`config.mk`:
```
export PLATFORM = sky130hd
export DESIGN_NAME = hazardTop
export DESIGN_NICKNAME = d
export VERILOG_FILES = /design/src/source/hazardCtrlPkg.sv /design/src/source/pipeDefsPkg.sv /design/src/source/forwardSelect.sv /design/src/source/hazardTop.sv /design/src/source/pipelineControl.sv /design/src/source/stageTracker.sv
export SDC_FILE = /design/constraint.sdc
export NUM_CORES = 1
export LEC_CHECK = 0
export BUFFER_PORTS_ARGS = -buffer_cell sky130_fd_sc_hd__buf_2
export CAP_MARGIN = 5
export CORE_ASPECT_RATIO = 0.9
export CORE_MARGIN = 4
export CORE_UTILIZATION = 60
export CTS_BUF_LIST = sky130_fd_sc_hd__clkbuf_8
export CTS_CLUSTER_SIZE = 20
export DETAILED_ROUTE_END_ITERATION = 7
export GPL_ROUTABILITY_DRIVEN = 0
export PLACE_DENSITY = 0.91
export SYNTH_ARGS = -nofsm -noshare
export SYNTH_HDL_FRONTEND = slang
export SYNTH_SLANG_ARGS = --single-unit
```
`constraint.sdc`:
```
create_clock -name clk -period 6.6 [get_ports clk]
set_clock_uncertainty 0.05 [all_clocks]
set_input_delay 0.99 -clock clk [delete_from_list [all_inputs] [get_ports clk]]
set_output_delay 0.99 -clock clk [all_outputs]
set_load 0.01 [all_outputs]
```
`src/source/hazardCtrlPkg.sv`:
```
/*
 * hazard control encodings: forwarding sources and
 * the priority patterns of the control word
 */

package hazardCtrlPkg;

    // operand source, newest producer wins
    typedef enum logic [1:0] {
        fwdNone = 2'd0,
        fwdE    = 2'd1,
        fwdM    = 2'd2,
        fwdW    = 2'd3
    } fwdSelT;

    // control word width
    localparam int ctrlVecW = 12;

    // bit order: enPC enMD enD enGRF | stall D E M W | clear D E M W
    // exl change: redirect PC, flush everything
    localparam logic [ctrlVecW-1:0] ctrlExl   = 12'b1001_0000_1111;
    // data memory busy: freeze D through W
    localparam logic [ctrlVecW-1:0] ctrlBusyD = 12'b0111_1111_0000;
    // hazard, MDU conflict or fetch busy: hold D, bubble into E
    localparam logic [ctrlVecW-1:0] ctrlHold  = 12'b0111_1000_0100;
    // free running
    localparam logic [ctrlVecW-1:0] ctrlRun   = 12'b1111_0000_0000;

endpackage

```
`src/source/pipeDefsPkg.sv`:
```
/*
 * pipeline definitions shared by the hazard control blocks:
 * register addresses, Tnew/Tuse counts and instruction classes
 */

package pipeDefsPkg;

    // register address, 32 GPRs
    localparam int regAddrW = 5;

    // Tnew / Tuse count, 0 to 3 cycles
    localparam int tnewW = 2;

    typedef logic [regAddrW-1:0] regAddrT;
    typedef logic [tnewW-1:0] tCountT;

    // r0 reads as zero and never creates a dependency
    localparam regAddrT zeroReg = '0;

    // instruction class at D, as seen by the controller
    typedef enum logic [2:0] {
        // register-register and immediate arithmetic
        iAlu    = 3'd0,
        // memory read, result late in M
        iLoad   = 3'd1,
        // memory write, no register result
        iStore  = 3'd2,
        // branches and jumps resolved at D
        iBranch = 3'd3,
        // multiply / divide, needs the MDU
        iMd     = 3'd4,
        // anything else
        iOther  = 3'd5
    } iFuncT;

endpackage

```
`src/source/forwardSelect.sv`:
```
/*
 * forwarding select: picks the newest ready producer
 * for the rs and rt operands at D and at E
 */

`timescale 1ns/1ps

module forwardSelect
    import pipeDefsPkg::*;
    import hazardCtrlPkg::*;
(
    // reads at D
    input  logic    useRsD,
    input  logic    useRtD,
    input  regAddrT addrRsD,
    input  regAddrT addrRtD,
    // reads at E
    input  logic    useRsE,
    input  logic    useRtE,
    input  regAddrT addrRsE,
    input  regAddrT addrRtE,
    // writes in flight
    input  logic    regWEnE,
    input  logic    regWEnM,
    input  logic    regWEnW,
    input  regAddrT regWAddrE,
    input  regAddrT regWAddrM,
    input  regAddrT regWAddrW,
    input  tCountT  tNewE,
    input  tCountT  tNewM,
    input  tCountT  tNewW,
    // selects
    output fwdSelT  fwdRsD,
    output fwdSelT  fwdRtD,
    output fwdSelT  fwdRsE,
    output fwdSelT  fwdRtE
);

    // newest match decides; not ready means the controller stalls
    function automatic fwdSelT pickSrc(input logic inUse, input regAddrT addr,
                                       input logic lookE);
        fwdSelT sel;
        sel = fwdNone;
        if (inUse && (addr != zeroReg)) begin
            if (lookE && regWEnE && (regWAddrE == addr)) begin
                sel = (tNewE == '0) ? fwdE : fwdNone;
            end else if (regWEnM && (regWAddrM == addr)) begin
                sel = (tNewM == '0) ? fwdM : fwdNone;
            end else if (regWEnW && (regWAddrW == addr)) begin
                sel = (tNewW == '0) ? fwdW : fwdNone;
            end
        end
        return sel;
    endfunction

    always_comb begin
        // D operands see E, M and W
        fwdRsD = pickSrc(useRsD, addrRsD, 1'b1);
        fwdRtD = pickSrc(useRtD, addrRtD, 1'b1);
        // E operands only see later stages
        fwdRsE = pickSrc(useRsE, addrRsE, 1'b0);
        fwdRtE = pickSrc(useRtE, addrRtE, 1'b0);
    end

endmodule

```
`src/source/hazardTop.sv`:
```
/*
 * hazard and stall control top: stage tracker,
 * controller and forwarding select
 */

`timescale 1ns/1ps

module hazardTop
    import pipeDefsPkg::*;
    import hazardCtrlPkg::*;
(
    input  logic    clk,
    input  logic    arstN,
    // D stage
    input  logic    dValid,
    input  iFuncT   iFuncD,
    input  logic    useRsD,
    input  logic    useRtD,
    input  regAddrT addrRsD,
    input  regAddrT addrRtD,
    input  tCountT  tUseRsD,
    input  tCountT  tUseRtD,
    input  logic    regWEnD,
    input  regAddrT regWAddrD,
    input  tCountT  tNewD,
    // status
    input  logic    busyI,
    input  logic    busyD,
    input  logic    busyMD,
    input  logic    exl,
    // control
    output logic    enPC,
    output logic    enMD,
    output logic    enD,
    output logic    enGRF,
    output logic    stallD,
    output logic    clearD,
    output logic    stallE,
    output logic    clearE,
    output logic    stallM,
    output logic    clearM,
    output logic    stallW,
    output logic    clearW,
    // forwarding
    output fwdSelT  fwdRsD,
    output fwdSelT  fwdRtD,
    output fwdSelT  fwdRsE,
    output fwdSelT  fwdRtE
);

    // write records
    logic    regWEnE;
    logic    regWEnM;
    logic    regWEnW;
    regAddrT regWAddrE;
    regAddrT regWAddrM;
    regAddrT regWAddrW;
    tCountT  tNewE;
    tCountT  tNewM;
    tCountT  tNewW;
    // E reads
    logic    useRsE;
    logic    useRtE;
    regAddrT addrRsE;
    regAddrT addrRtE;

    stageTracker i_stageTracker (
        .clk       (clk),
        .arstN     (arstN),
        .dValid    (dValid),
        .regWEnD   (regWEnD),
        .regWAddrD (regWAddrD),
        .tNewD     (tNewD),
        .useRsD    (useRsD),
        .useRtD    (useRtD),
        .addrRsD   (addrRsD),
        .addrRtD   (addrRtD),
        .stallE    (stallE),
        .clearE    (clearE),
        .stallM    (stallM),
        .clearM    (clearM),
        .stallW    (stallW),
        .clearW    (clearW),
        .regWEnE   (regWEnE),
        .regWEnM   (regWEnM),
        .regWEnW   (regWEnW),
        .regWAddrE (regWAddrE),
        .regWAddrM (regWAddrM),
        .regWAddrW (regWAddrW),
        .tNewE     (tNewE),
        .tNewM     (tNewM),
        .tNewW     (tNewW),
        .useRsE    (useRsE),
        .useRtE    (useRtE),
        .addrRsE   (addrRsE),
        .addrRtE   (addrRtE)
    );

    // W never stalls D, so only E and M go to the controller
    pipelineControl i_pipelineControl (
        .iFuncD    (iFuncD),
        .dValid    (dValid),
        .useRsD    (useRsD),
        .useRtD    (useRtD),
        .addrRsD   (addrRsD),
        .addrRtD   (addrRtD),
        .tUseRsD   (tUseRsD),
        .tUseRtD   (tUseRtD),
        .regWEnE   (regWEnE),
        .regWAddrE (regWAddrE),
        .tNewE     (tNewE),
        .regWEnM   (regWEnM),
        .regWAddrM (regWAddrM),
        .tNewM     (tNewM),
        .busyI     (busyI),
        .busyD     (busyD),
        .busyMD    (busyMD),
        .exl       (exl),
        .enPC      (enPC),
        .enMD      (enMD),
        .enD       (enD),
        .enGRF     (enGRF),
        .stallD    (stallD),
        .stallE    (stallE),
        .stallM    (stallM),
        .stallW    (stallW),
        .clearD    (clearD),
        .clearE    (clearE),
        .clearM    (clearM),
        .clearW    (clearW)
    );

    forwardSelect i_forwardSelect (
        .useRsD    (useRsD),
        .useRtD    (useRtD),
        .addrRsD   (addrRsD),
        .addrRtD   (addrRtD),
        .useRsE    (useRsE),
        .useRtE    (useRtE),
        .addrRsE   (addrRsE),
        .addrRtE   (addrRtE),
        .regWEnE   (regWEnE),
        .regWEnM   (regWEnM),
        .regWEnW   (regWEnW),
        .regWAddrE (regWAddrE),
        .regWAddrM (regWAddrM),
        .regWAddrW (regWAddrW),
        .tNewE     (tNewE),
        .tNewM     (tNewM),
        .tNewW     (tNewW),
        .fwdRsD    (fwdRsD),
        .fwdRtD    (fwdRtD),
        .fwdRsE    (fwdRsE),
        .fwdRtE    (fwdRtE)
    );

endmodule

```
`src/source/pipelineControl.sv`:
```
/*
 * pipeline controller: data hazard and MDU conflict detection,
 * prioritized stall / clear / enable generation
 */

`timescale 1ns/1ps

module pipelineControl
    import pipeDefsPkg::*;
    import hazardCtrlPkg::*;
(
    // instruction at D
    input  iFuncT   iFuncD,
    input  logic    dValid,
    input  logic    useRsD,
    input  logic    useRtD,
    input  regAddrT addrRsD,
    input  regAddrT addrRtD,
    input  tCountT  tUseRsD,
    input  tCountT  tUseRtD,
    // writes in flight
    input  logic    regWEnE,
    input  regAddrT regWAddrE,
    input  tCountT  tNewE,
    input  logic    regWEnM,
    input  regAddrT regWAddrM,
    input  tCountT  tNewM,
    // status
    input  logic    busyI,
    input  logic    busyD,
    input  logic    busyMD,
    input  logic    exl,
    // enables
    output logic    enPC,
    output logic    enMD,
    output logic    enD,
    output logic    enGRF,
    // stalls
    output logic    stallD,
    output logic    stallE,
    output logic    stallM,
    output logic    stallW,
    // clears
    output logic    clearD,
    output logic    clearE,
    output logic    clearM,
    output logic    clearW
);

    logic waitRs;
    logic waitRt;
    logic waitReg;
    logic waitMD;
    logic [ctrlVecW-1:0] ctrlVec;

    // rs needed before E or M can deliver it
    assign waitRs = useRsD && (addrRsD != zeroReg) && (
        (regWEnE && (regWAddrE == addrRsD) && (tNewE > tUseRsD)) ||
        (regWEnM && (regWAddrM == addrRsD) && (tNewM > tUseRsD)));

    // same for rt
    assign waitRt = useRtD && (addrRtD != zeroReg) && (
        (regWEnE && (regWAddrE == addrRtD) && (tNewE > tUseRtD)) ||
        (regWEnM && (regWAddrM == addrRtD) && (tNewM > tUseRtD)));

    // a bubble at D never waits
    assign waitReg = dValid & (waitRs | waitRt);

    // md op while the MDU is still busy
    assign waitMD = dValid & busyMD & (iFuncD == iMd);

    // priority: exl, then busyD, then the D-side holds
    always_comb begin
        if (exl) begin
            ctrlVec = ctrlExl;
        end else if (busyD) begin
            ctrlVec = ctrlBusyD;
        end else if (waitReg | waitMD | busyI) begin
            ctrlVec = ctrlHold;
        end else begin
            ctrlVec = ctrlRun;
        end
    end

    assign {enPC, enMD, enD, enGRF,
            stallD, stallE, stallM, stallW,
            clearD, clearE, clearM, clearW} = ctrlVec;

    // a stage is either held or flushed, never both
    always_comb begin
        stallClearExcl: assert ((ctrlVec[7:4] & ctrlVec[3:0]) == 4'b0000)
            else $error("stall and clear both set on one stage");
    end

endmodule

```
`src/source/stageTracker.sv`:
```
/*
 * stage tracker: D/E, E/M and M/W records of register writes
 * and E-stage reads, with saturating Tnew countdown
 */

`timescale 1ns/1ps

module stageTracker
    import pipeDefsPkg::*;
(
    input  logic    clk,
    input  logic    arstN,
    // D stage
    input  logic    dValid,
    input  logic    regWEnD,
    input  regAddrT regWAddrD,
    input  tCountT  tNewD,
    input  logic    useRsD,
    input  logic    useRtD,
    input  regAddrT addrRsD,
    input  regAddrT addrRtD,
    // from the controller
    input  logic    stallE,
    input  logic    clearE,
    input  logic    stallM,
    input  logic    clearM,
    input  logic    stallW,
    input  logic    clearW,
    // write records
    output logic    regWEnE,
    output logic    regWEnM,
    output logic    regWEnW,
    output regAddrT regWAddrE,
    output regAddrT regWAddrM,
    output regAddrT regWAddrW,
    output tCountT  tNewE,
    output tCountT  tNewM,
    output tCountT  tNewW,
    // E-stage reads
    output logic    useRsE,
    output logic    useRtE,
    output regAddrT addrRsE,
    output regAddrT addrRtE
);

    // one cycle closer to ready, floor at 0
    function automatic tCountT satDec(input tCountT t);
        return (t == '0) ? '0 : t - 1'b1;
    endfunction

    // valid flags
    always_ff @(posedge clk or negedge arstN) begin
        if (!arstN) begin
            regWEnE <= 1'b0;
            useRsE  <= 1'b0;
            useRtE  <= 1'b0;
            regWEnM <= 1'b0;
            regWEnW <= 1'b0;
        end else begin
            // clear beats stall
            if (clearE) begin
                regWEnE <= 1'b0;
                useRsE  <= 1'b0;
                useRtE  <= 1'b0;
            end else if (!stallE) begin
                // bubbles and r0 writes enter E without a write
                regWEnE <= dValid & regWEnD & (regWAddrD != zeroReg);
                useRsE  <= dValid & useRsD;
                useRtE  <= dValid & useRtD;
            end
            if (clearM) begin
                regWEnM <= 1'b0;
            end else if (!stallM) begin
                regWEnM <= regWEnE;
            end
            if (clearW) begin
                regWEnW <= 1'b0;
            end else if (!stallW) begin
                regWEnW <= regWEnM;
            end
        end
    end

    // addresses and Tnew, only meaningful under the flags
    always_ff @(posedge clk) begin
        if (!stallE) begin
            regWAddrE <= regWAddrD;
            tNewE     <= satDec(tNewD);
            addrRsE   <= addrRsD;
            addrRtE   <= addrRtD;
        end else begin
            // held stage still counts down
            tNewE <= satDec(tNewE);
        end
        if (!stallM) begin
            regWAddrM <= regWAddrE;
            tNewM     <= satDec(tNewE);
        end else begin
            tNewM <= satDec(tNewM);
        end
        if (!stallW) begin
            regWAddrW <= regWAddrM;
            tNewW     <= satDec(tNewM);
        end else begin
            tNewW <= satDec(tNewW);
        end
    end

    // flushed stage carries no write afterwards
    clearKillsE: assert property (@(posedge clk) disable iff (!arstN)
        clearE |=> !regWEnE)
        else $error("E write survived a clear");
    clearKillsM: assert property (@(posedge clk) disable iff (!arstN)
        clearM |=> !regWEnM)
        else $error("M write survived a clear");
    clearKillsW: assert property (@(posedge clk) disable iff (!arstN)
        clearW |=> !regWEnW)
        else $error("W write survived a clear");

    // r0 writes filtered at entry, so none downstream
    noZeroWrite: assert property (@(posedge clk) disable iff (!arstN)
        (regWEnE -> regWAddrE != zeroReg) && (regWEnM -> regWAddrM != zeroReg) &&
        (regWEnW -> regWAddrW != zeroReg))
        else $error("write record targets r0");

endmodule

```
==> summary.md <==
| Metric | Value |
|---|---|
| Sequential-to-total area share from yosys stat | 44.7% |
| Synth async-reset ratio | 13.9% |
| Internal power | 0.422 mW |
| Area of the core | 3480 sq um |
| Post-synthesis cell area | 2230 sq um |
| Fin. max-slew vios | 0 |
| H-tree levels | 2 |
| Clock slew at reported path FFs | 70 ps |
| Die ar. | 4760 sq um |
| Largest net degree at the start of global routing | 34 |
| Max VDD drop | 234 uV |
| Max-Cap Viols | 0 |
| Clk network pwr share | 32.6% |
| Most frequent CP cell | buf_2 |
| TritonCTS clock tree | built |
| Cts repair resizes | 0 |
| ANT cells | 0 |
| Crit path max-delay family | compound AO/OA/AOI/OAI gates |
| Global-route wire length before repair | 8.79 mm |
| Worst Path Buf+Inv | 3 |
| Layout cell share with drive strength beyond 1 | 22.5% |
| Max Fclk | 264 MHz |
| Post-synth top cells | 32 x xnor2_1, 25 x edfxtp_1, 18 x xor2_1 |
| # rows | 20 |
| Remaining DRCs | 0 |
| Slew headroom | 60.7% |
| DR iter-0 viols | 165 |
| Arr. time, crit path | 2740 ps |
| CP Max Fanout | 3 |
| Net count, final | 308 |
| Ys flop type | edfxtp_1 |
| Post-Syn Instances | 215 |
| Post-Syn Area per Cell | 10.4 sq um |
| Initial antenna violation count | 0 |
| Status | complete, no violations |
| Min Hold Slack | 442 ps |
| Synth area leaders | edfxtp_1 34%, xnor2_1 13%, xor2_1 7.1% |
| Worst hold path type | reg2reg |
| Final Core Density | 74.7% |
| Syn-to-layout area delta | 16.6% |
| Hold Buf Count CTS | 0 |
| Wire per inst | 17.8 microns |
| Clock root buffer | clkbuf_8 |
| Initial Util | 64.1% |
| Pwr/cell area | 222 nW/um^2 |
| Final Hold Viols | 0 |
| Vias | 1908 |
| FF+latch count, synth | 36 |
| Cts bufs inserted | 5 |
| Die W | 72.3 microns |
| Sw Pwr | 0.155 mW |
| Switch share | 26.8% |
| CTS Sinks | 36 |
| All-Layer GR Usage | 24.5% |
| Max incr delay on CP | 400 ps |
| Post-CTS Setup Inserts | 0 |
| Final setup violation count | 0 |
| Vias per cell | 6.14 |
| Tcrit/Tclk final | 57.3% |
| Post-synth EDFFs | 25 |
| Setup TNS | 0 ps |
| Detailed Place HPWL | 4.21 mm |
| Flop pwr share | 50.6% |
| Cell leakage power | 1.06 nW |
| TritonRoute pass-1 iters | 4 |
| Die H | 65.8 microns |
| Synth warnings | 0 |
| Req. time, crit path | 5560 ps |
| RSZ-0062 raised after global routing | no |
| Routed wire length | 5.55 mm |
| CP Cell Sequence | buf_2 > inv_1 > ha_1 > a21oi_1 > a2111oi_0 > o21bai_1 > and2_1 > a311o_1 > buf_2 |
| CP max stage cell | a2111oi_0 |
| Worst-Skew Late Latency | 290 ps |
| Final ANT Viol Nets | 0 |
| Worst setup path category | in2out |
| Worst-Margin Slew | 588 ps |
| # IOs | 54 |
| CP startpoint kind | primary input |
| Logic pwr share | 16.8% |
| Distinct cell type count after synthesis | 40 |
| Vias in the first global route | 1966 |
| Yosys top cell by area | edfxtp_1 |
| Yosys top cell area share | 33.7% |
| Most common cell in the netlist | xnor2_1 |
| Synthesized net count | 257 |
| CTS Buffer Depth | 2 |
| Crit end category | primary output |
| GRT overflow | 0 |
| Period minus WS final | 3780 ps |
| IO Port Bufs | 52 |
## worst reg2reg max path, delay by kind of cell (launching register included)
kind | cells | cell delay, ps
and+or+nand+nor | 4 | 900
DFF | 1 | 530
xor gates and xnor gates | 1 | 210
AOI/OAI and AO/OA | 1 | 110
## registers in the layout (all words and copies together) (netlist names), 2 cells and up
name / flops
i_stageTracker.addrRsE: 5
i_stageTracker.addrRtE: 5
i_stageTracker.regWAddrE: 5
i_stageTracker.regWAddrM: 5
i_stageTracker.regWAddrW: 5
i_stageTracker.tNewE: 2
i_stageTracker.tNewM: 2
i_stageTracker.tNewW: 2
## per-layer routing
metal	vias up	GRT usage, %	share of wire [%]
li1	871	-	-
met1	878	29.7	40
met2	126	39.1	46
met3	33	6.23	9.2
met4	0	14.8	5.2
met5	-	0	0
## per-stage QoR
step                setup WS (ps)  power (mW)  cells  instance area, sq um
floorplan                    2900       0.354    215                  2230
global placement             2950       0.385    303                  2490
detailed placement           2860       0.391    303                  2490
CTS                          2820       0.574    311                  2600
global route                 2700       0.598    311                  2600
finish                       2820       0.576    311                  2600
## final cells by class
cell class                 instances  area [sq um]
clock inverter                     3          37.5
clock buffer                       5          68.8
fill                             219           880
sequential                        36           996
tap                               44          55.1
multi-input combinational        160          1140
timing repair buffer              53           268
inverter                          10          37.5
## placed cells by master (no fill, tap or decap), types with 2 or more instances in the layout
cell type  count
buf_2         52
xnor2_1       32
edfxtp_1      25
xor2_1        18
nand2_1       15
nor2_1        10
inv_1          9
a21oi_1        8
ha_1           8
nor4_1         7
o21ai_0        7
nand4_1        7
dfxtp_1        6
or4_1          5
nor3_1         5
mux2i_1        5
clkbuf_8       5
dfrtp_1        5
o21ai_1        4
and3_1         3
clkinv_1       3
nand2b_1       3
nand3_1        3
a211oi_1       2
a2111oi_0      2
nand3b_1       2
## cells by family after synthesis
| group | synth area share [%] |
|---|---|
| XOR/XNOR | 19.6 |
| buffers and inverters | 4.38 |
| AO/OA/AOI/OAI | 8.98 |
| AND/OR/NAND/NOR | 15.4 |
| other | 0.168 |
| adder cells (fa/ha/maj) | 4.49 |
| flip-flops | 44.7 |
| multiplexers | 2.24 |
## path summary, 6_finish.rpt
kind	start	endpoint	slack [ps]	cells past startpoint
max reg2reg	i_stageTracker.regWAddrM[1]	i_stageTracker.useRsE	4690	6
max in group asynchronous	arstN	i_stageTracker.useRtE	5920	1
min reg2reg	i_stageTracker.tNewW[1]	i_stageTracker.tNewW[1]	440	2
min	i_stageTracker.tNewW[1]	i_stageTracker.tNewW[1]	440	2
max	tUseRsD[1]	enPC	2820	9
min in group asynchronous	arstN	i_stageTracker.regWEnE	450	1
## power groups by stage
stage / clock network, mW / registers, mW / logic [mW]
6_report: 0.188 / 0.291 / 0.0967
5_1_grt: 0.198 / 0.294 / 0.106
4_1_cts: 0.186 / 0.291 / 0.0961
3_5_place_dp: 0 / 0.296 / 0.0949
3_3_place_gp: 0 / 0.295 / 0.0899
2_1_floorplan: 0 / 0.286 / 0.0674
Power figures use the tool's default switching activity.
